[src/design/conv5_pkg.sv]
`default_nettype none

package conv5_pkg;

  // frame geometry.
  localparam int IMG_ROWS = 7;
  localparam int IMG_COLS = 7;
  localparam int KSIZE = 5;
  localparam int KHALF = 2;
  localparam int KTAPS = KSIZE * KSIZE;

  localparam int PIX_W = 8;
  localparam int WGT_W = 8;
  localparam int ACC_W = 24;
  // unsigned pixel widened by a sign bit, times a signed weight.
  localparam int PROD_W = PIX_W + 1 + WGT_W;

  // shifts needed before the window centres on pixel (0,0).
  localparam int PRIME_CNT = KHALF * IMG_COLS + KHALF;
  localparam int FRAME_PIX = IMG_ROWS * IMG_COLS;
  localparam int FRAME_SHIFTS = FRAME_PIX + PRIME_CNT;
  localparam int CNT_W = $clog2(FRAME_SHIFTS + 1);
  localparam int ROW_W = $clog2(IMG_ROWS);
  localparam int COL_W = $clog2(IMG_COLS);

  // register map.
  localparam int AXI_AW = 8;
  localparam int AXI_DW = 32;
  localparam int WIDX_W = $clog2(KTAPS);
  localparam logic [AXI_AW-1:0] REG_CTRL = 8'h00;
  localparam logic [AXI_AW-1:0] REG_STATUS = 8'h04;
  localparam logic [AXI_AW-1:0] REG_WGT_BASE = 8'h40;
  localparam logic [1:0] RESP_OKAY = 2'b00;
  localparam logic [1:0] RESP_SLVERR = 2'b10;

  typedef logic [PIX_W-1:0] pix_t;

  // index 0 is the oldest row.
  typedef pix_t [KSIZE-1:0] col_taps_t;

  // row-major, tap 12 is the centre.
  typedef pix_t [KTAPS-1:0] window_t;

  typedef logic [KTAPS-1:0][WGT_W-1:0] weights_t;

  typedef struct packed {
    logic valid;
    pix_t data;
  } pix_beat_t;

  typedef struct packed {
    logic valid;
    logic last;
    logic signed [ACC_W-1:0] data;
  } res_beat_t;

  typedef enum logic [1:0] {
    ST_IDLE,
    ST_RUN,
    ST_FLUSH,
    ST_DONE
  } ctrl_state_e;

endpackage

`default_nettype wire

[src/design/conv5_line_buffer.sv]
`timescale 1ns/1ps
`default_nettype none

module conv5_line_buffer (
  input  logic                  clk,
  input  logic                  rst_n,
  input  logic                  i_shift,
  input  conv5_pkg::pix_t       i_pix,
  output conv5_pkg::col_taps_t  o_col
);

  localparam int NLINES = conv5_pkg::KSIZE - 1;
  localparam int LEN = conv5_pkg::IMG_COLS;

  conv5_pkg::pix_t line_q [NLINES][LEN];
  conv5_pkg::col_taps_t col_q;

  // each line delays by one full row.
  always_ff @(posedge clk) begin
    if (i_shift) begin
      line_q[NLINES-1][0] <= i_pix;
      for (int r = 0; r < NLINES - 1; r++) begin
        line_q[r][0] <= line_q[r+1][LEN-1];
      end
      for (int r = 0; r < NLINES; r++) begin
        for (int c = 1; c < LEN; c++) begin
          line_q[r][c] <= line_q[r][c-1];
        end
      end
    end
  end

  // newest pixel lands in row 4.
  always_ff @(posedge clk) begin
    if (!rst_n) begin
      col_q <= '0;
    end else if (i_shift) begin
      col_q[NLINES] <= i_pix;
      for (int r = 0; r < NLINES; r++) begin
        col_q[r] <= line_q[r][LEN-1];
      end
    end
  end

  assign o_col = col_q;

endmodule

`default_nettype wire

[config.mk]
export PLATFORM = sky130hd
export DESIGN_NAME = conv5_line_buffer
export DESIGN_NICKNAME = d
export VERILOG_FILES = /design/src/design/conv5_pkg.sv /design/src/design/conv5_line_buffer.sv
export SDC_FILE = /design/constraint.sdc
export NUM_CORES = 1
export LEC_CHECK = 0
export ABC_AREA = 1
export BUFFER_PORTS_ARGS = -buffer_cell sky130_fd_sc_hd__buf_2
export CAP_MARGIN = 20
export CORE_ASPECT_RATIO = 1.1
export CORE_UTILIZATION = 30
export DETAILED_ROUTE_END_ITERATION = 8
export PLACE_DENSITY = 0.43
export REMOVE_ABC_BUFFERS = 1
export SLEW_MARGIN = 25
export SYNTH_ARGS = -nofsm -noshare
export SYNTH_HDL_FRONTEND = slang
export SYNTH_SLANG_ARGS = --single-unit
[constraint.sdc]
create_clock -name clk -period 1.3 [get_ports clk]
set_input_delay 0.065 -clock clk [delete_from_list [all_inputs] [get_ports clk]]
set_output_delay 0.065 -clock clk [all_outputs]
set_load 0.005 [all_outputs]
==> summary.md <==
| Metric | Value |
|---|---|
| Maximum single-stage delay on the critical path | 0.37 ns |
| Max IR drop VDD | 0.786 mV |
| Final Wtd Congestion | 0.661 |
| Reg2Reg Depth | 4 |
| Fraction of final layout cells sized beyond drive strength 1 | 0.158 |
| RSZ-0062 raised after global routing | false |
| Area of all sequential standard cells | 7530 µm² |
| Flop and latch count out of synthesis | 264 |
| Leading post-synthesis cells by cell area | sky130_fd_sc_hd__edfxtp_1, sky130_fd_sc_hd__dfxtp_1, sky130_fd_sc_hd__nand2_1, sky130_fd_sc_hd__nor2_1, sky130_fd_sc_hd__inv_1 |
| Max-slew violation total from the final report | 0 |
| Most common library cell in the layout ignoring fill and taps | sky130_fd_sc_hd__edfxtp_1 |
| Leakage power summed over all cells | 3.87 nW |
| Final wirelength | 11.4 mm |
| Critical Path Start | o_col[11] |
| Max Root-Sink Buffers | 3 |
| Sum Neg Setup Slack | 0 ns |
| Average size of a mapped cell | 17.6 µm² |
| Launch instance of the worst register-to-register path | line_q[0][57] |
| Post-CTS resize count | 0 |
| Sequential cell area fraction in the yosys report | 0.898 |
| Number of violations reported at the end of detailed-routing iteration 0 | 185 |
| Yosys warning count | 0 |
| Final Critical Period | ~1.1 ns |
| Max-Slew Margin vs Limit | 0.758 |
| Commonest cells after routing, fill and taps aside | sky130_fd_sc_hd__edfxtp_1, sky130_fd_sc_hd__nor2_1, sky130_fd_sc_hd__nand2_1 |
| Reported max-cap violation count | 0 |
| Post-route total power | around 18 mW |
| Number of filler cells placed in the layout | 2594 |
| Pwr per Cell Area | approximately 1800 nW/µm² |
| Status | finished clean |
| Antenna cell count | 0 |
| Slew of the pin with the lowest slew margin | roughly 0.36 ns |
| Worst min-delay path category | input pin to register |
| Initial antenna violation count | 0 |
| Die span in x | 161 µm |
| Number of global-route vias before repair | approximately 3700 |
| Wire length of the first global-routing pass | 18.7 mm |
| Post-layout nets | 571 |
| Core area | 27200 µm² |
| Port bufs | 50 |
| Number of core rows | between 60 and 70 |
| Cell type of the slowest stage on the worst timing path | sky130_fd_sc_hd__dfxtp_1 |
| Library cell used as clock root buffer | sky130_fd_sc_hd__clkbuf_16 |
| H-tree depth reported by CTS | 1 |
| Critical path capture point type | primary output |
| TritonCTS sink count | between 200 and 300 |
| Final HPWL DP | 5.75 mm |
| Post-synthesis instance area | 8380 µm² |
| Final number of setup-violating endpoints | 0 |
| CTS tree | yes |
| Share of the clock period used by the worst path | 0.839 |
| Count of cells along the worst hold path | 2 |
| Maximum number of pins on one net before global-route repair | 72 |
| Remaining routing DRC violations | 0 |
| Max Clock Skew | around 0.0053 ns |
| Clock transition at the registers of the reported paths | around 0.060 ns |
| Length of the first detailed-routing pass in iterations | 4 |
| Mean routed wirelength per cell | 12.1 µm |
| Type of element launching the critical path | register |
| Effective utilization at floorplan | 0.308 |
| Signal arrival time at the worst endpoint | 1.03 ns |
| Vias per inst | 3.94 |
| Max Fanout on Critical Path | 2 |
| Layout area overhead | 20.3% |
| Clock buffer count from CTS | 28 |
| Worst hold start | i_pix[6] |
| CP delay by family, top | flip-flops |
| Antenna Violating Nets Remaining | 0 |
| Global router's overall resource usage | 0.0814 |
| Type of the worst setup path | register to primary output |
| Post-layout instance count excluding filler cells | 939 |
| Number of placed instances with taps included | 877 |
| F_max | 0.917 GHz |
| Residual overflow from global routing | 0 |
| Overall via count from detail_route | 3700 |
| Multi-input combinational cell area | 601 µm² |
| Overall die area | 28600 µm² |
| Number of standard cells after synthesis | between 400 and 500 |
| Library cells used by synthesis | 8 |
| Final hold violations | 0 |
| Number of cells on the critical path | 1 |
| Synth area leader | sky130_fd_sc_hd__edfxtp_1 |
| Critical path buffer and inverter count | 1 |
| Vertical die dimension | 177 µm |
| Critical Path RT | 1.24 ns |
| # IOs | 51 |
| Later-pin clock latency in the skew report | approximately 0.52 ns |
| Cells along the critical path | buf_2 |
| Top cell type's share of synthesized area | 0.802 |
[metrics by stage]
step / area, µm² / utilization / hold slack (ns) / setup slack, ns
detailed placement: 9100 / 0.335 / 0.259 / 0.321
global route: 10100 / 0.371 / 0.246 / 0.150
CTS: 10100 / 0.371 / 0.231 / 0.165
finish: 10100 / 0.371 / 0.270 / 0.209
global placement: 9100 / 0.335 / 0.257 / 0.358
floorplan: 8280 / - / 0.164 / 0.670
[cell families (layout without fill, tap and decap cells)]
group                  after synthesis  after routing  synth area share
flip-flops                         264            264             0.898
AND/OR/NAND/NOR                    160            160            0.0716
buffers and inverters               53            158            0.0306
[registers in the layout, summed over array words and instances, names as in the netlist]
name / cells
o_col: 40
line_q: 224
[routing by layer]
layer / vias up / GRT usage / part of all wire
met5: - / 0 / 0
met2: 69 / 0.120 / 0.43
li1: 1806 / - / -
met4: 0 / 0.0322 / 0.022
met3: 24 / 0.0255 / 0.063
met1: 1801 / 0.111 / 0.49
[where the power goes]
part	total, mW	internal [mW]	switching [mW]
Sequential	9.89	9.73	0.153
Clock	7.49	4.49	2.99
Combinational	0.530	0.197	0.334
[final cells by class]
cell class                 instances  share of cell area
sequential                       264               0.746
clock buffer                      36              0.0756
multi-input combinational        160              0.0596
timing repair buffer              66              0.0476
tap                              357              0.0443
inverter                          40              0.0149
clock inverter                    16              0.0117
[synthesized netlist by cell type, drive strengths merged]
master	number
edfxtp	224
nand2	80
nor2	80
dfxtp	40
inv	40
buf	13
[repair_timing]
item | CTS | global route
buffers inserted | 0 | 0
hold buffers | 10 | 0
hold endpoints to repair | 33 | 0
[path summary, 6_finish.rpt]
| check | to | slack (ns) |
|---|---|---|
| max | o_col[11] | 0.21 |
| min | line_q[1][110] | 0.27 |
| max reg2reg | o_col[9] | 0.58 |
| min reg2reg | line_q[1][16] | 0.42 |
No activity file was read; power rests on OpenSTA's default activity.
