File: config.mk
export PLATFORM = sky130hd
export DESIGN_NAME = conv5_ctrl
export DESIGN_NICKNAME = d
export VERILOG_FILES = /design/src/design/conv5_pkg.sv /design/src/design/conv5_ctrl.sv
export SDC_FILE = /design/constraint.sdc
export NUM_CORES = 1
export LEC_CHECK = 0
export ABC_AREA = 1
export CORE_MARGIN = 2
export CORE_UTILIZATION = 47
export CTS_CLUSTER_DIAMETER = 120
export DETAILED_ROUTE_END_ITERATION = 10
export DONT_BUFFER_PORTS = 1
export PLACE_DENSITY = 0.61
export SLEW_MARGIN = 0
export SYNTH_ARGS = -nofsm -noshare
export SYNTH_HDL_FRONTEND = slang
export SYNTH_SLANG_ARGS = --single-unit
File: constraint.sdc
create_clock -name clk -period 1.4 [get_ports clk]
set_input_delay 0.14 -clock clk [delete_from_list [all_inputs] [get_ports clk]]
set_output_delay 0.14 -clock clk [all_outputs]
set_load 0.005 [all_outputs]
File: src/design/conv5_pkg.sv
`default_nettype none

package conv5_pkg;

  // frame geometry.
  localparam int IMG_ROWS = 7;
  localparam int IMG_COLS = 7;
  localparam int KSIZE = 5;
  localparam int KHALF = 2;
  localparam int KTAPS = KSIZE * KSIZE;

  localparam int PIX_W = 8;
  localparam int WGT_W = 8;
  localparam int ACC_W = 24;
  // unsigned pixel widened by a sign bit, times a signed weight.
  localparam int PROD_W = PIX_W + 1 + WGT_W;

  // shifts needed before the window centres on pixel (0,0).
  localparam int PRIME_CNT = KHALF * IMG_COLS + KHALF;
  localparam int FRAME_PIX = IMG_ROWS * IMG_COLS;
  localparam int FRAME_SHIFTS = FRAME_PIX + PRIME_CNT;
  localparam int CNT_W = $clog2(FRAME_SHIFTS + 1);
  localparam int ROW_W = $clog2(IMG_ROWS);
  localparam int COL_W = $clog2(IMG_COLS);

  // register map.
  localparam int AXI_AW = 8;
  localparam int AXI_DW = 32;
  localparam int WIDX_W = $clog2(KTAPS);
  localparam logic [AXI_AW-1:0] REG_CTRL = 8'h00;
  localparam logic [AXI_AW-1:0] REG_STATUS = 8'h04;
  localparam logic [AXI_AW-1:0] REG_WGT_BASE = 8'h40;
  localparam logic [1:0] RESP_OKAY = 2'b00;
  localparam logic [1:0] RESP_SLVERR = 2'b10;

  typedef logic [PIX_W-1:0] pix_t;

  // index 0 is the oldest row.
  typedef pix_t [KSIZE-1:0] col_taps_t;

  // row-major, tap 12 is the centre.
  typedef pix_t [KTAPS-1:0] window_t;

  typedef logic [KTAPS-1:0][WGT_W-1:0] weights_t;

  typedef struct packed {
    logic valid;
    pix_t data;
  } pix_beat_t;

  typedef struct packed {
    logic valid;
    logic last;
    logic signed [ACC_W-1:0] data;
  } res_beat_t;

  typedef enum logic [1:0] {
    ST_IDLE,
    ST_RUN,
    ST_FLUSH,
    ST_DONE
  } ctrl_state_e;

endpackage

`default_nettype wire

File: src/design/conv5_ctrl.sv
`timescale 1ns/1ps
`default_nettype none

module conv5_ctrl (
  input  logic                  clk,
  input  logic                  rst_n,
  input  logic                  i_start,
  input  conv5_pkg::pix_beat_t  i_pix,
  input  logic                  i_last_res,
  output logic                  o_shift,
  output logic                  o_out_en,
  output logic                  o_clear,
  output logic                  o_busy,
  output logic                  o_done,
  output conv5_pkg::pix_t       o_pix
);

  localparam int CNT_W = conv5_pkg::CNT_W;

  conv5_pkg::ctrl_state_e state_q;
  conv5_pkg::ctrl_state_e state_d;
  logic [CNT_W-1:0] cnt_q;
  logic start_ok;

  assign start_ok = i_start &
                    (state_q == conv5_pkg::ST_IDLE || state_q == conv5_pkg::ST_DONE);

  always_comb begin
    state_d = state_q;
    o_shift = 1'b0;
    case (state_q)
      conv5_pkg::ST_IDLE,
      conv5_pkg::ST_DONE: begin
        if (i_start) begin
          state_d = conv5_pkg::ST_RUN;
        end
      end
      conv5_pkg::ST_RUN: begin
        o_shift = i_pix.valid;
        if (i_pix.valid && cnt_q == CNT_W'(conv5_pkg::FRAME_PIX - 1)) begin
          state_d = conv5_pkg::ST_FLUSH;
        end
      end
      conv5_pkg::ST_FLUSH: begin
        // zero shifts, then wait for the final result.
        o_shift = (cnt_q < CNT_W'(conv5_pkg::FRAME_SHIFTS));
        if (i_last_res) begin
          state_d = conv5_pkg::ST_DONE;
        end
      end
      default: state_d = conv5_pkg::ST_IDLE;
    endcase
  end

  // counts every shift of the frame, pixels and flush alike.
  always_ff @(posedge clk) begin
    if (!rst_n) begin
      state_q <= conv5_pkg::ST_IDLE;
      cnt_q <= '0;
    end else begin
      state_q <= state_d;
      if (start_ok) begin
        cnt_q <= '0;
      end else if (o_shift) begin
        cnt_q <= cnt_q + 1'b1;
      end
    end
  end

  assign o_out_en = o_shift & (cnt_q >= CNT_W'(conv5_pkg::PRIME_CNT));
  assign o_clear = start_ok;
  assign o_busy = (state_q == conv5_pkg::ST_RUN) | (state_q == conv5_pkg::ST_FLUSH);
  assign o_done = (state_q == conv5_pkg::ST_DONE);
  assign o_pix = (state_q == conv5_pkg::ST_FLUSH) ? '0 : i_pix.data;

endmodule

`default_nettype wire

==> flow_metrics.env <==
export IMPL_run_status="finished, violations left"
export IMPL_violations="setup timing"
export IMPL_synth_nets=125
export IMPL_grt_usage_pct=18.7
export IMPL_rsz0062_at_grt="yes"
export IMPL_skew_ps=11.9
export IMPL_postSynthCellCount=107
export IMPL_finalHoldViolCount=0
export IMPL_drtIter0Drc=9
export IMPL_drc_errors=0
export IMPL_crit_buf_inv=2
export IMPL_cp_top_family="flip-flops"
export IMPL_critical_path_cell_chain="ha_4 -> inv_4 -> buf_12 -> nand2_8 -> a21oi_4"
export IMPL_viasPerCell=5.25
export IMPL_period_share_pct=101
export IMPL_grt_max_degree=10
export IMPL_placedCellCount=125
export IMPL_htreeDepth=1
export IMPL_gp_congestion=0.730
export IMPL_ant_nets=0
export IMPL_rows=13
export IMPL_maxSlewHeadroom_pct=85.1
export IMPL_utilization_pct=68.3
export IMPL_die_w_um=42.3
export IMPL_pre_cts_ws_ps=30.6
export IMPL_die_h_um=42.3
export IMPL_worst_path_max_delay_cell="dfxtp_4"
export IMPL_core_area_um2=1330
export IMPL_cpPeakStageDelay_ps=370
export IMPL_boundaryPins=26
export IMPL_port_buffers=0
export IMPL_via_count=714
export IMPL_endpoint_kind="primary output"
export IMPL_synth_cell_types=20
export IMPL_cap_violations=0
export IMPL_antenna_diode_count=0
export IMPL_initial_core_util_pct=51.7
export IMPL_hp_class="in2reg"
export IMPL_min_period_ps=1410
export IMPL_final_cell_mix="18 x nand2_1, 18 x inv_1, 14 x nor2_1, 11 x nand3_1, 8 x buf_4"
export IMPL_worstMarginPinSlew_ps=224
export IMPL_ir_drop_mv=1.35
export IMPL_wl_mm=1.61
export IMPL_worst_setup_path_type="reg2out"
export IMPL_grt_first_pass_wirelength_mm=2.52
export IMPL_clk_pin_slew_ps=70
export IMPL_cts_sinks=9
export IMPL_cts_buffers=3
export IMPL_syn_cell_area_um2=689
export IMPL_grt_antenna_before_repair=0
export IMPL_hold_slack_ps=166
export IMPL_die_area_um2=1790
export IMPL_syn_to_final_growth_pct=32.1
export IMPL_overflow=0
export IMPL_crit_fanout=7
export IMPL_syn_avg_cell_area_um2=6.44
export IMPL_synth_yosys_seq_area_share_pct=26.1
export IMPL_arrival_ps=1270
export IMPL_insertion_delay_ps=280
export IMPL_dpl_hpwl_mm=1.05
export IMPL_synth_seq_cells=9
export IMPL_setup_violations=1
export IMPL_totalPowerFinal_mw=1.53
export IMPL_crit_path_start_kind="flop"
export IMPL_first_global_vias=598
export IMPL_cts_max_path_buffers=2
export IMPL_p_per_area_nw_per_um2=1680
export IMPL_first_pass_iters=4
export IMPL_leakagePower_nw=0.420
export IMPL_fin_cells=136
export IMPL_nets=140
export IMPL_cp_data_required_time_ps=1260
export IMPL_drv_slew=0
export IMPL_ys_warn_count=0
export IMPL_cts_root_buffer="clkbuf_4"
export IMPL_fin_ws_ps=-10.1
export IMPL_avgRoutedWirePerCell_um=11.8
export IMPL_cts_tree="yes"
export IMPL_fmax_mhz=709
export IMPL_final_layout_size_suffix_gt1_share_pct=34.7
registers in the layout, indices dropped and copies added, names as in the netlist:
register,count
state_q,2
cnt_q,7
layout make-up:
type | instances | area (µm²)
Fill cell | 118 | 423
Timing Repair Buffer | 12 | 113
Tap cell | 15 | 18.8
Sequential cell | 9 | 193
Multi-Input combinational cell | 75 | 477
Inverter | 21 | 83.8
Clock buffer | 4 | 26.3
where the power goes:
group	internal (mW)	switching, mW	total [mW]
Sequential	0.302	0.0466	0.349
Combinational	0.475	0.488	0.963
Clock	0.110	0.106	0.217
synth_stat cells:
library cell  count  area share, %
inv_1            20             11
nand2_1          20             11
nor2_1           15            8.2
nand3_1          12            8.7
dfxtp_1           9             26
a21oi_1           8            5.8
ha_1              5            9.1
nor2_2            3            2.7
nand2_4           2            3.3
o21ai_0           2            1.5
xnor2_1           2            2.5
buf_4             1            1.1
clkbuf_8          1            2.0
inv_4             1           0.91
nand2_2           1           0.91
nand3b_1          1            1.1
nand4_1           1           0.91
o21ai_2           1            1.3
or2_2             1           0.91
xor2_1            1            1.3
final timing paths:
kind / startpoint / endpoint / slack (ps) / cells past startpoint
worst max-delay path: state_q[1] / o_out_en / -10 / 5
worst min-delay path: i_start / cnt_q[1] / 170 / 5
worst max register to register: state_q[0] / state_q[0] / 0 / 8
worst min register to register: state_q[0] / state_q[0] / 480 / 2
metal layers:
layer / track usage [%] / part of all wire, % / up-vias / routed length (µm)
li1: - / - / 358 / -
met1: 22.7 / 44 / 330 / 707
met2: 28.9 / 48 / 21 / 772
met5: 0 / 0 / - / 0
met4: 13.1 / 2.4 / 0 / 38
met3: 3.88 / 5.5 / 5 / 88
tightest hold or removal path: stages:
cell and delay, ps:
nand2_1 30, inv_1 80, nor2_1 70, nand2_1 70
nor2_1 30
kinds of logic after synthesis:
logic type               synth area share (%)
flip-flops                               26.1
AND/OR/NAND/NOR                          37.6
XOR/XNOR                                 3.81
buffers and inverters                    14.9
AO/OA/AOI/OAI                            8.53
adder cells (fa/ha/maj)                  9.07
timing repair:
item                                   CTS  global route
hold buffers                             1             0
pin swaps                                3             2
setup buffers                            3             3
endpoints found under the hold margin    2             0
setup endpoints to repair                4             4
resized for setup                       15            13
stage by stage:
step	instance area, µm²	TNS (ps)
2_1_floorplan	689	0
3_3_place_gp	737	0
3_5_place_dp	737	0
4_1_cts	832	-22.7
5_1_grt	911	-188
6_report	911	-10.1
No activity file was read; power rests on OpenSTA's default activity.
