==> src/design/conv5_pkg.sv <==
`default_nettype none

package conv5_pkg;

  // frame geometry.
  localparam int IMG_ROWS = 7;
  localparam int IMG_COLS = 7;
  localparam int KSIZE = 5;
  localparam int KHALF = 2;
  localparam int KTAPS = KSIZE * KSIZE;

  localparam int PIX_W = 8;
  localparam int WGT_W = 8;
  localparam int ACC_W = 24;
  // unsigned pixel widened by a sign bit, times a signed weight.
  localparam int PROD_W = PIX_W + 1 + WGT_W;

  // shifts needed before the window centres on pixel (0,0).
  localparam int PRIME_CNT = KHALF * IMG_COLS + KHALF;
  localparam int FRAME_PIX = IMG_ROWS * IMG_COLS;
  localparam int FRAME_SHIFTS = FRAME_PIX + PRIME_CNT;
  localparam int CNT_W = $clog2(FRAME_SHIFTS + 1);
  localparam int ROW_W = $clog2(IMG_ROWS);
  localparam int COL_W = $clog2(IMG_COLS);

  // register map.
  localparam int AXI_AW = 8;
  localparam int AXI_DW = 32;
  localparam int WIDX_W = $clog2(KTAPS);
  localparam logic [AXI_AW-1:0] REG_CTRL = 8'h00;
  localparam logic [AXI_AW-1:0] REG_STATUS = 8'h04;
  localparam logic [AXI_AW-1:0] REG_WGT_BASE = 8'h40;
  localparam logic [1:0] RESP_OKAY = 2'b00;
  localparam logic [1:0] RESP_SLVERR = 2'b10;

  typedef logic [PIX_W-1:0] pix_t;

  // index 0 is the oldest row.
  typedef pix_t [KSIZE-1:0] col_taps_t;

  // row-major, tap 12 is the centre.
  typedef pix_t [KTAPS-1:0] window_t;

  typedef logic [KTAPS-1:0][WGT_W-1:0] weights_t;

  typedef struct packed {
    logic valid;
    pix_t data;
  } pix_beat_t;

  typedef struct packed {
    logic valid;
    logic last;
    logic signed [ACC_W-1:0] data;
  } res_beat_t;

  typedef enum logic [1:0] {
    ST_IDLE,
    ST_RUN,
    ST_FLUSH,
    ST_DONE
  } ctrl_state_e;

endpackage

`default_nettype wire

==> src/design/conv5_mac.sv <==
`timescale 1ns/1ps
`default_nettype none

module conv5_mac (
  input  logic                  clk,
  input  logic                  rst_n,
  input  conv5_pkg::window_t    i_win,
  input  logic                  i_win_valid,
  input  logic                  i_last,
  input  conv5_pkg::weights_t   i_wgt,
  output conv5_pkg::res_beat_t  o_res
);

  localparam int KTAPS = conv5_pkg::KTAPS;
  localparam int PROD_W = conv5_pkg::PROD_W;
  localparam int ACC_W = conv5_pkg::ACC_W;

  logic signed [PROD_W-1:0] prod_q [KTAPS];
  logic signed [ACC_W-1:0] sum;
  logic signed [ACC_W-1:0] acc_q;
  logic v1_q;
  logic last1_q;
  logic v2_q;
  logic last2_q;

  // stage one.
  always_ff @(posedge clk) begin
    for (int k = 0; k < KTAPS; k++) begin
      prod_q[k] <= $signed({1'b0, i_win[k]}) * $signed(i_wgt[k]);
    end
  end

  // products are sign extended into the accumulator width.
  always_comb begin
    sum = '0;
    for (int k = 0; k < KTAPS; k++) begin
      sum = sum + prod_q[k];
    end
  end

  // stage two.
  always_ff @(posedge clk) begin
    acc_q <= sum;
  end

  always_ff @(posedge clk) begin
    if (!rst_n) begin
      v1_q <= 1'b0;
      last1_q <= 1'b0;
      v2_q <= 1'b0;
      last2_q <= 1'b0;
    end else begin
      v1_q <= i_win_valid;
      last1_q <= i_win_valid & i_last;
      v2_q <= v1_q;
      last2_q <= v1_q & last1_q;
    end
  end

  assign o_res = conv5_pkg::res_beat_t'{valid: v2_q, last: last2_q, data: acc_q};

endmodule

`default_nettype wire

==> config.mk <==
export PLATFORM = sky130hd
export DESIGN_NAME = conv5_mac
export DESIGN_NICKNAME = d
export VERILOG_FILES = /design/src/design/conv5_pkg.sv /design/src/design/conv5_mac.sv
export SDC_FILE = /design/constraint.sdc
export NUM_CORES = 2
export LEC_CHECK = 0
export BUFFER_PORTS_ARGS = -buffer_cell sky130_fd_sc_hd__buf_2
export CAP_MARGIN = 40
export CORE_MARGIN = 2
export CORE_UTILIZATION = 28
export CTS_BUF_LIST = sky130_fd_sc_hd__clkbuf_4
export DETAILED_ROUTE_END_ITERATION = 6
export SLEW_MARGIN = 5
export SYNTH_ARGS = -nofsm -noshare
export SYNTH_HDL_FRONTEND = slang
export SYNTH_SLANG_ARGS = --single-unit
==> constraint.sdc <==
create_clock -name clk -period 6 [get_ports clk]
set_input_delay 0 -clock clk [delete_from_list [all_inputs] [get_ports clk]]
set_output_delay 0 -clock clk [all_outputs]
set_load 0.02 [all_outputs]
==> summary.txt <==
Status
  • Status: complete, no violations

Clock network
  • Clk Latency, worst-skew pair: 1.04 ns
  • H-Tree Depth: 3
  • Root buf cell: clkbuf_4
  • TritonCTS Buffers: 120
  • Max Root-Sink Buffers: 3
  • Clk slew on worst S/H paths: 0.07 ns
  • TritonCTS clock tree: done
  • Clk sinks: 453

Route
  • Drt first-iter violations: 2420
  • # DRC: 0
  • ANT nets after route: 0
  • Final WL: 212 mm
  • DR pass1 iterations: 5
  • Drt via density: 4.33
  • Via count: 53849
  • Wire length per cell: 17.1 um

Layout
  • Post-route insts no fill: 12437
  • Share of layout cells above drive strength 1: 8.36%
  • Final net count: 11648
  • Area delta synth->final: 18.4%
  • Final instance area: 87700 um^2

Placement
  • Number of port buffers: 429
  • RD Place Congestion: 0.899
  • DP Wirelength: 185 mm
  • Dpl cells: 11686
  • Placed Instance Area: 80800 um^2

Logic synthesis
  • EDFF count, synth: 0
  • Post-Synth XOR/XNOR Area: 3.25%
  • Syn_nets: 10564
  • Post-Synth Adder-Cell Area: 54.8%
  • Synth Flop Type: dfxtp_1
  • Combinational family with the most area after synthesis: adder cells
  • Yosys cell types: 66
  • Seq/Total Area, Yosys: 12.2%
  • Netlist Area Pre-Place: 74000 um^2
  • Mux cell area share after synthesis: 0.0135%
  • Fraction of registers with async set/reset: 0%
  • Simple-gate area share of the yosys netlist: 14.9%
  • Synth Register Bits: 453
  • Cells after Synth: 7717
  • Avg Cell Area, Syn: 9.59 um^2
  • Synth Warn #: 0
  • Compound-Gate Fraction of Synth Area: 5.41%

Global routing
  • Number of global-route vias before repair: 57216
  • Pin count of the biggest net entering global routing: 18
  • Gr usage total: 16.0%
  • First-pass GRT wire length: 334 mm
  • Initial antenna violation count: 91
  • Global route overflow: 0

Die
  • Die W: 518 um
  • Starting Density: 28.2%
  • Num rows: 188
  • Top-level I/O count: 430
  • Vert. Die Dim: 518 um
  • Core box area: 263000 um^2
  • Die ar.: 269000 um^2

Setup path
  • CP Max Fanout: 3
  • Arr. time, crit path: 6.89 ns
  • Crit Path Class: flip-flop to flip-flop
  • Critical Path Source Type: flip-flop
  • CP required: 6.97 ns
  • Crit. End Element: flip-flop

Timing
  • Period utilisation layout: 98.6%
  • Fmax: 0.169 GHz
  • Least-Margin Pin Slew: 0.710 ns
  • Fin. Hold Viols: 0
  • Clock Skew: 0.136 ns
  • Slew Limit Headroom: 52.3%
  • Max-slew violations: 0
  • Post-route minimum period: 5.92 ns
  • # setup viols final: 0
  • RSZ-0062 raised after global routing: yes

Worst hold path
  • Worst Hold Class: input port to flip-flop

Flow run
  • Max_cap viols: 0
==> final timing paths <==
kind | startpoint | to | slack [ns] | cells after the start
max reg2reg | prod_q[0][55]$_DFF_P_ | acc_q[21]$_DFF_P_ | 0.08 | 20
min | i_win[134] | prod_q[1][14]$_DFF_P_ | 0.13 | 8
max | prod_q[0][55]$_DFF_P_ | acc_q[21]$_DFF_P_ | 0.08 | 20
min reg2reg | v1_q$_SDFF_PN0_ | v2_q$_SDFF_PN0_ | 0.45 | 1
==> layout make-up <==
| class | count | area [um^2] |
|---|---|---|
| diodes | 32 | 80.1 |
| clock buffers | 169 | 1270 |
| multi-input cells | 5428 | 58200 |
| well taps | 3515 | 4400 |
| repair buffers | 973 | 7500 |
| clock inverters | 42 | 267 |
| flip-flops and latches | 453 | 9070 |
| inverters | 1825 | 6850 |
| fillers | 27182 | 175000 |
==> cells in the mapped netlist (all sizes together) (29+ instances only) <==
| cell | n | area (um^2) |
|---|---|---|
| nand3 | 40 | 200 |
| xnor2 | 211 | 1850 |
| nand2b | 162 | 1010 |
| a21oi | 209 | 1060 |
| o21a | 70 | 526 |
| nor2b | 49 | 307 |
| and3 | 29 | 181 |
| nand2 | 647 | 2430 |
| and2 | 859 | 5370 |
| fa | 1334 | 26700 |
| ha | 1109 | 13900 |
| a21o | 43 | 323 |
| o21ai | 101 | 505 |
| dfxtp | 453 | 9070 |
| xor2 | 64 | 561 |
| nor2 | 224 | 841 |
| inv | 1825 | 6850 |
| nor3 | 54 | 270 |
==> per-layer routing <==
layer	up-vias	part of all wire, %	track usage (%)
li1	25815	-	-
met1	26614	45	21.4
met2	1116	47	27.0
met3	264	5.2	2.58
met4	40	2.5	3.89
met5	-	0.12	0
==> placed cells by master (no fill, tap or decap), types with 7 or more instances in the layout <==
cell              n
o21ai_0          88
fa_1           1320
a21o_1           43
or2_2            10
clkbuf_4        169
nand2b_1        162
xor2_1           64
nand2_1         647
clkinv_2          8
or3_1            12
nand3_1          39
diode_2          32
buf_4            38
clkinv_1         28
o21ai_1          13
o211ai_2         11
o211ai_1          8
and2_1          859
nor3_1           53
o31a_1           19
ha_1           1107
nor2b_1          48
dfxtp_1         452
a2111oi_4        10
o21bai_1         18
nor4_1           15
fa_2             14
a21oi_1         202
a21oi_2           7
dlygate4sd3_1   505
a31oi_1          12
xnor2_1         211
a31o_2            8
and3_1           29
buf_2           429
nand4_1          14
nor2_1          223
a211oi_1         10
o21a_1           70
inv_1          1821
==> worst max-delay path, stage by stage (launching register included) <==
cell,delay [ns]
dfxtp_1,0.32
fa_1,0.53
inv_1,0.05
fa_1,0.53
inv_1,0.06
fa_1,0.49
fa_1,0.60
fa_1,0.44
fa_1,0.50
inv_1,0.05
fa_1,0.47
inv_1,0.04
ha_1,0.32
nand3_1,0.10
o21bai_2,0.20
nor4_4,0.06
buf_4,0.15
o41ai_4,0.32
nand3_2,0.17
o311ai_4,0.25
xor2_1,0.17
==> kinds of logic after synthesis <==
| kind of cell | after synthesis |
|---|---|
| simple gates | 2130 |
| buf+inv | 1836 |
| xor+xnor | 275 |
| fa+ha+maj | 2443 |
| compound gates | 579 |
| flops | 453 |
| mux | 1 |
==> state kept, by name (all words and copies together) (netlist names) <==
name and count:
last2_q 1, v1_q 1, v2_q 1, last1_q 1, prod_q 425, acc_q 24
==> repair_timing <==
| action | in CTS | in global routing |
|---|---|---|
| hold buffers | 505 | 0 |
| gates cloned | 0 | 0 |
| pin swaps | 8 | 16 |
| setup buffers | 1 | 2 |
| endpoints found under the setup margin | 6 | 11 |
| resized for setup | 4 | 39 |
| endpoints found under the hold margin | 213 | 0 |
==> metrics by stage <==
stage / setup TNS [ns] / util [%] / hold WS, ns / setup slack, ns
after detailed placement: -0.369 / 30.8 / 0.226 / -0.183
final: 0 / 33.4 / 0.126 / 0.0825
after floorplan: 0 / - / 0.122 / 0.305
after global placement: -0.317 / 30.8 / 0.230 / -0.200
after global routing: -0.259 / 33.4 / 0.0743 / -0.114
after CTS: 0 / 33.3 / 0.00107 / 0.00441
Power is not shown: default switching activity piles up to over one toggle a cycle in this logic, so the estimate is an artifact.
