File: src/design/conv5_pkg.sv
`default_nettype none

package conv5_pkg;

  // frame geometry.
  localparam int IMG_ROWS = 7;
  localparam int IMG_COLS = 7;
  localparam int KSIZE = 5;
  localparam int KHALF = 2;
  localparam int KTAPS = KSIZE * KSIZE;

  localparam int PIX_W = 8;
  localparam int WGT_W = 8;
  localparam int ACC_W = 24;
  // unsigned pixel widened by a sign bit, times a signed weight.
  localparam int PROD_W = PIX_W + 1 + WGT_W;

  // shifts needed before the window centres on pixel (0,0).
  localparam int PRIME_CNT = KHALF * IMG_COLS + KHALF;
  localparam int FRAME_PIX = IMG_ROWS * IMG_COLS;
  localparam int FRAME_SHIFTS = FRAME_PIX + PRIME_CNT;
  localparam int CNT_W = $clog2(FRAME_SHIFTS + 1);
  localparam int ROW_W = $clog2(IMG_ROWS);
  localparam int COL_W = $clog2(IMG_COLS);

  // register map.
  localparam int AXI_AW = 8;
  localparam int AXI_DW = 32;
  localparam int WIDX_W = $clog2(KTAPS);
  localparam logic [AXI_AW-1:0] REG_CTRL = 8'h00;
  localparam logic [AXI_AW-1:0] REG_STATUS = 8'h04;
  localparam logic [AXI_AW-1:0] REG_WGT_BASE = 8'h40;
  localparam logic [1:0] RESP_OKAY = 2'b00;
  localparam logic [1:0] RESP_SLVERR = 2'b10;

  typedef logic [PIX_W-1:0] pix_t;

  // index 0 is the oldest row.
  typedef pix_t [KSIZE-1:0] col_taps_t;

  // row-major, tap 12 is the centre.
  typedef pix_t [KTAPS-1:0] window_t;

  typedef logic [KTAPS-1:0][WGT_W-1:0] weights_t;

  typedef struct packed {
    logic valid;
    pix_t data;
  } pix_beat_t;

  typedef struct packed {
    logic valid;
    logic last;
    logic signed [ACC_W-1:0] data;
  } res_beat_t;

  typedef enum logic [1:0] {
    ST_IDLE,
    ST_RUN,
    ST_FLUSH,
    ST_DONE
  } ctrl_state_e;

endpackage

`default_nettype wire

File: src/design/conv5_regs.sv
`timescale 1ns/1ps
`default_nettype none

module conv5_regs (
  input  logic                          clk,
  input  logic                          rst_n,
  input  logic [conv5_pkg::AXI_AW-1:0]  i_awaddr,
  input  logic                          i_awvalid,
  output logic                          o_awready,
  input  logic [conv5_pkg::AXI_DW-1:0]  i_wdata,
  input  logic [3:0]                    i_wstrb,
  input  logic                          i_wvalid,
  output logic                          o_wready,
  output logic [1:0]                    o_bresp,
  output logic                          o_bvalid,
  input  logic                          i_bready,
  input  logic [conv5_pkg::AXI_AW-1:0]  i_araddr,
  input  logic                          i_arvalid,
  output logic                          o_arready,
  output logic [conv5_pkg::AXI_DW-1:0]  o_rdata,
  output logic [1:0]                    o_rresp,
  output logic                          o_rvalid,
  input  logic                          i_rready,
  input  logic                          i_busy,
  input  logic                          i_done,
  output conv5_pkg::weights_t           o_wgt,
  output logic                          o_start
);

  localparam int AW = conv5_pkg::AXI_AW;
  localparam int DW = conv5_pkg::AXI_DW;
  localparam int WGT_W = conv5_pkg::WGT_W;
  localparam int WIDX_W = conv5_pkg::WIDX_W;

  logic aw_rdy_q;
  logic bvalid_q;
  logic [1:0] bresp_q;
  logic ar_rdy_q;
  logic rvalid_q;
  logic [DW-1:0] rdata_q;
  logic [DW-1:0] rd_data;
  logic start_q;
  logic wr_fire;
  logic rd_fire;
  conv5_pkg::weights_t wgt_q;

  function automatic logic is_wgt(input logic [AW-1:0] addr);
    return addr >= conv5_pkg::REG_WGT_BASE &&
           addr < conv5_pkg::REG_WGT_BASE + 4 * conv5_pkg::KTAPS &&
           addr[1:0] == 2'b00;
  endfunction

  function automatic logic [WIDX_W-1:0] wgt_idx(input logic [AW-1:0] addr);
    logic [AW-1:0] off;
    off = addr - conv5_pkg::REG_WGT_BASE;
    return off[WIDX_W+1:2];
  endfunction

  assign wr_fire = aw_rdy_q & i_awvalid & i_wvalid;
  assign rd_fire = ar_rdy_q & i_arvalid;

  // write channel. weights are locked while a frame runs.
  always_ff @(posedge clk) begin
    if (!rst_n) begin
      aw_rdy_q <= 1'b0;
      bvalid_q <= 1'b0;
      bresp_q <= conv5_pkg::RESP_OKAY;
      start_q <= 1'b0;
      wgt_q <= '0;
    end else begin
      start_q <= 1'b0;
      aw_rdy_q <= i_awvalid & i_wvalid & ~aw_rdy_q & ~bvalid_q;
      if (wr_fire) begin
        bvalid_q <= 1'b1;
        bresp_q <= conv5_pkg::RESP_OKAY;
        if (is_wgt(i_awaddr)) begin
          if (i_busy) begin
            bresp_q <= conv5_pkg::RESP_SLVERR;
          end else if (i_wstrb[0]) begin
            wgt_q[wgt_idx(i_awaddr)] <= i_wdata[WGT_W-1:0];
          end
        end else if (i_awaddr == conv5_pkg::REG_CTRL && i_wstrb[0]) begin
          start_q <= i_wdata[0];
        end
      end else if (bvalid_q && i_bready) begin
        bvalid_q <= 1'b0;
      end
    end
  end

  // read mux, weights come back sign extended.
  always_comb begin
    logic [WGT_W-1:0] w;
    w = wgt_q[wgt_idx(i_araddr)];
    rd_data = '0;
    if (i_araddr == conv5_pkg::REG_STATUS) begin
      rd_data[1:0] = {i_done, i_busy};
    end else if (is_wgt(i_araddr)) begin
      rd_data = {{(DW - WGT_W){w[WGT_W-1]}}, w};
    end
  end

  always_ff @(posedge clk) begin
    if (!rst_n) begin
      ar_rdy_q <= 1'b0;
      rvalid_q <= 1'b0;
    end else begin
      ar_rdy_q <= i_arvalid & ~ar_rdy_q & ~rvalid_q;
      if (rd_fire) begin
        rvalid_q <= 1'b1;
      end else if (rvalid_q && i_rready) begin
        rvalid_q <= 1'b0;
      end
    end
  end

  always_ff @(posedge clk) begin
    if (rd_fire) begin
      rdata_q <= rd_data;
    end
  end

  assign o_awready = aw_rdy_q;
  assign o_wready = aw_rdy_q;
  assign o_bvalid = bvalid_q;
  assign o_bresp = bresp_q;
  assign o_arready = ar_rdy_q;
  assign o_rvalid = rvalid_q;
  assign o_rdata = rdata_q;
  assign o_rresp = conv5_pkg::RESP_OKAY;
  assign o_wgt = wgt_q;
  assign o_start = start_q;

endmodule

`default_nettype wire

File: config.mk
export PLATFORM = sky130hd
export DESIGN_NAME = conv5_regs
export DESIGN_NICKNAME = d
export VERILOG_FILES = /design/src/design/conv5_pkg.sv /design/src/design/conv5_regs.sv
export SDC_FILE = /design/constraint.sdc
export NUM_CORES = 1
export LEC_CHECK = 0
export ABC_AREA = 1
export BUFFER_PORTS_ARGS = -buffer_cell sky130_fd_sc_hd__buf_2
export CORE_MARGIN = 2
export CORE_UTILIZATION = 54
export DETAILED_ROUTE_END_ITERATION = 7
export GPL_TIMING_DRIVEN = 0
export PLACE_DENSITY_LB_ADDON = 0.08
export SYNTH_ARGS = -nofsm -noshare
export SYNTH_HDL_FRONTEND = slang
export SYNTH_SLANG_ARGS = --single-unit
File: constraint.sdc
create_clock -name clk -period 1.85 [get_ports clk]
set_input_delay 0.185 -clock clk [delete_from_list [all_inputs] [get_ports clk]]
set_output_delay 0.185 -clock clk [all_outputs]
set_load 0.05 [all_outputs]
==> results.sh <==
export IMPL_status="complete, but fails checks"
export IMPL_violations="negative hold slack"
export IMPL_end_kind="register"
export IMPL_postSynthAreaPerCell_um2=6.125
export IMPL_cts_sinks=214
export IMPL_holdWs_ns=-0.007261
export IMPL_tightest_slew_ns=0.9680
export IMPL_final_nets=2218
export IMPL_cp_max_fo=10
export IMPL_netlist_instances=1859
export IMPL_rows=53
export IMPL_required_ns=2.24
export IMPL_clkTransAtPathRegs_ns=0.06
export IMPL_crit_path_top_delay_cell="clkbuf_1"
export IMPL_cts_root_buf="clkbuf_16"
export IMPL_ant_nets=0
export IMPL_ys_ff_latch=214
export IMPL_clockBufferDepth=3
export IMPL_drc=0
export IMPL_rsz0062_at_grt="no"
export IMPL_cts_buffers=24
export IMPL_p_per_area_mw_per_mm2=724.2
export IMPL_r2r_end="o_wgt[20]$_SDFFE_PN0P_"
export IMPL_r2r_start="o_awready$_SDFF_PN0_"
export IMPL_drt_iter0_markers=1130
export IMPL_drive_above_1_share=0.1881
export IMPL_drt_wl_total_um=42750
export IMPL_synth_top_family_by_area="simple AND/OR/NAND/NOR gates"
export IMPL_cts_tree="built"
export IMPL_synthMuxAreaShare=0
export IMPL_synthArstFlopShare=0
export IMPL_start_util=0.5451
export IMPL_syn_cell_area_mm2=0.01139
export IMPL_final_area_mm2=0.01387
export IMPL_hold_depth=3
export IMPL_yosys_area_top_type="dfxtp_1"
export IMPL_cp_cell_sequence="clkbuf_1 > nor2_1 > clkbuf_1 > nand2_1 > nand3_1 > nand2_1 > nand3_1 > nor2_1 > nor2_1"
export IMPL_clk_latency_ns=0.53
export IMPL_yosysUniqueCellTypes=30
export IMPL_setup_ws_ns=0.09271
export IMPL_die_x_um=149.2
export IMPL_start_kind="primary input"
export IMPL_synth_xor_area_frac=0
export IMPL_synth_edf_count=8
export IMPL_hold_viol_final=1
export IMPL_p_leak_uw=0.007940
export IMPL_drt_pass1_iter_count=6
export IMPL_setup_violations=0
export IMPL_cp_top_family="simple AND/OR/NAND/NOR gates"
export IMPL_wl_per_cell_um=17.44
export IMPL_area_growth_pct=21.78
export IMPL_vias_per_cell=5.118
export IMPL_synthTopCellsByArea="dfxtp_1, nand2_1, nor2_1"
export IMPL_cp_num_buf_inv=2
export IMPL_grt_pass1_vias=11173
export IMPL_min_to="o_bvalid$_SDFFE_PN0P_"
export IMPL_hp_start="i_wvalid"
export IMPL_maxCapViolations=0
export IMPL_globalplace_congestion=0.9770
export IMPL_dp_worst_setup_slack_ns=-0.5234
export IMPL_peakVddDrop_v=0.0006982
export IMPL_synth_compound_gate_area_share=0.02923
export IMPL_grt_max_degree=14
export IMPL_finalCritPeriodShare=0.9499
export IMPL_relSlewSlack=0.3547
export IMPL_fin_crit_ns=1.757
export IMPL_r2r_cells=9
export IMPL_port_buffers=261
export IMPL_skew_ns=0.01603
export IMPL_fillers=1984
export IMPL_final_cells=2451
export IMPL_antenna_found_initial=4
export IMPL_dp_hpwl_um=31510
export IMPL_dp_cells=2397
export IMPL_io_pin_count=303
export IMPL_cpMostUsedCell="nor2_1"
export IMPL_synth_simple_area_share=0.4397
export IMPL_track_usage=0.3711
export IMPL_fp_dieH_um=149.2
export IMPL_yosysTopAreaCellShare=0.3622
export IMPL_r2r_slack_ns=0.15
export IMPL_grt_pass1_wl_um=62640
export IMPL_cp_arrival_ns=2.14
export IMPL_worstHoldPathType="primary input to register"
export IMPL_dieArea_mm2=0.02227
export IMPL_yosysWarningCount=0
export IMPL_slew_violations=0
export IMPL_vias=12544
export IMPL_grt_overflow_total=0
export IMPL_ys_seq_area_frac=0.3833
export IMPL_core_mm2=0.02089
export IMPL_cts_htree_levels=1
export IMPL_crit_type="primary input to register"
export IMPL_power_uw=10040
export IMPL_synth_main_ff_cell="dfxtp_1"
export IMPL_fmax_mhz=569.1
export IMPL_synthAdderAreaFrac=0
export IMPL_worst_path_largest_cell_delay_ns=0.59
export IMPL_place_area_mm2=0.01305
-- logic make-up (layout without fill, tap and decap cells) --
family          count (synthesis)  after routing
compound gates                 59             59
buf+inv                       363            676
flops                         214            214
other cells                     1              5
simple gates                 1222           1222
-- synthesized netlist by cell type (2+ instances only) --
cell type and n:
nand2_1 656, nor2_1 451, inv_1 224, dfxtp_1 206, nand3_1 81, clkbuf_1 57, buf_4 30, a21oi_1 24
buf_2 21, o21ai_0 20, buf_6 19, nand3_4 19, o211ai_1 12, edfxtp_1 8, nand3_2 5, buf_1 4
inv_2 3, nor3_1 3, buf_12 2, clkinv_1 2, nand4_1 2, nor4_1 2
-- layout by cell type (no fill, tap or decap), types with 2 or more instances in the layout --
| master | n |
|---|---|
| conb_1 | 3 |
| buf_12 | 2 |
| nand3_2 | 7 |
| nand3_4 | 19 |
| clkbuf_16 | 25 |
| nand4_1 | 2 |
| edfxtp_1 | 8 |
| buf_2 | 282 |
| nand2_1 | 656 |
| nor3_1 | 3 |
| dlygate4sd3_1 | 7 |
| clkbuf_1 | 60 |
| nor2_1 | 450 |
| o21ai_0 | 20 |
| clkinv_2 | 8 |
| nor4_1 | 2 |
| o211ai_1 | 12 |
| clkinv_1 | 5 |
| dfxtp_1 | 205 |
| buf_4 | 32 |
| nor2_2 | 2 |
| nand3_1 | 79 |
| diode_2 | 2 |
| buf_1 | 3 |
| clkbuf_2 | 4 |
| buf_6 | 19 |
| inv_1 | 224 |
| inv_2 | 3 |
| a21oi_1 | 24 |
-- flip-flops by register name (all words and copies together), names as in the netlist --
name	cells
o_bresp	1
o_rvalid	1
o_bvalid	1
o_wgt	200
o_start	1
o_rdata	8
o_arready	1
o_awready	1
-- layer usage --
metal | vias up | GRT usage | share of wire
li1 | 6066 | - | -
met1 | 5639 | 0.4873 | 0.40
met2 | 715 | 0.6046 | 0.46
met3 | 122 | 0.06881 | 0.10
met4 | 2 | 0.1481 | 0.036
met5 | - | 0 | 0.00026
-- final cells by class --
cell class              instances  area (um^2)  share of cell area
multi-input cells            1284         5364              0.3868
clock buffers                  32        661.9             0.04773
diodes                          2        5.005           0.0003609
plain buffers                 133        818.3             0.05901
well taps                     275        344.1             0.02481
inverters                     230        865.8             0.06244
flip-flops and latches        214         4365              0.3148
repair buffers                270         1391              0.1003
clock inverters                11        51.30            0.003699
-- per-stage QoR --
stage | TNS [ns] | utilization
after floorplan | 0 | -
after global placement | -3.623 | 0.6246
after detailed placement | -3.618 | 0.6246
after CTS | 0 | 0.6628
after global routing | 0 | 0.6639
final | 0 | 0.6639
-- how the worst max path moves through the flow --
stage | from | to | slack, ns | depth (start not counted)
after CTS | i_araddr[3] | o_rdata[5]$_SDFFCE_PP0P_ | 0.02 | 10
after global routing | i_araddr[3] | o_rdata[6]$_SDFFCE_PP0P_ | 0.0002 | 9
final | i_araddr[3] | o_rdata[5]$_SDFFCE_PP0P_ | 0.09 | 9
after detailed placement | i_araddr[3] | o_rdata[4]$_SDFFCE_PP0P_ | -0.52 | 10
after global placement | i_araddr[3] | o_rdata[4]$_SDFFCE_PP0P_ | -0.54 | 10
after floorplan | o_awready$_SDFF_PN0_ | o_wgt[10]$_SDFFE_PN0P_ | 0.19 | 9
-- timing repair --
item	in CTS	in global routing
resized for setup	0	12
hold buffers	7	0
buffers inserted	2	0
hold endpoints to repair	5	0
endpoints found under the setup margin	25	102
-- worst min-delay path, stage by stage --
cell	delay, ns
buf_2	0.11
nand3_2	0.11
a21oi_1	0.07
-- power breakdown --
group	switching, uW	internal (uW)	leakage, uW
clock network	1990	2500	0.000358
logic	713	193	0.00585
registers	6.38	4640	0.00173
total	2710	7340	0.00794
Power figures use the tool's default switching activity.
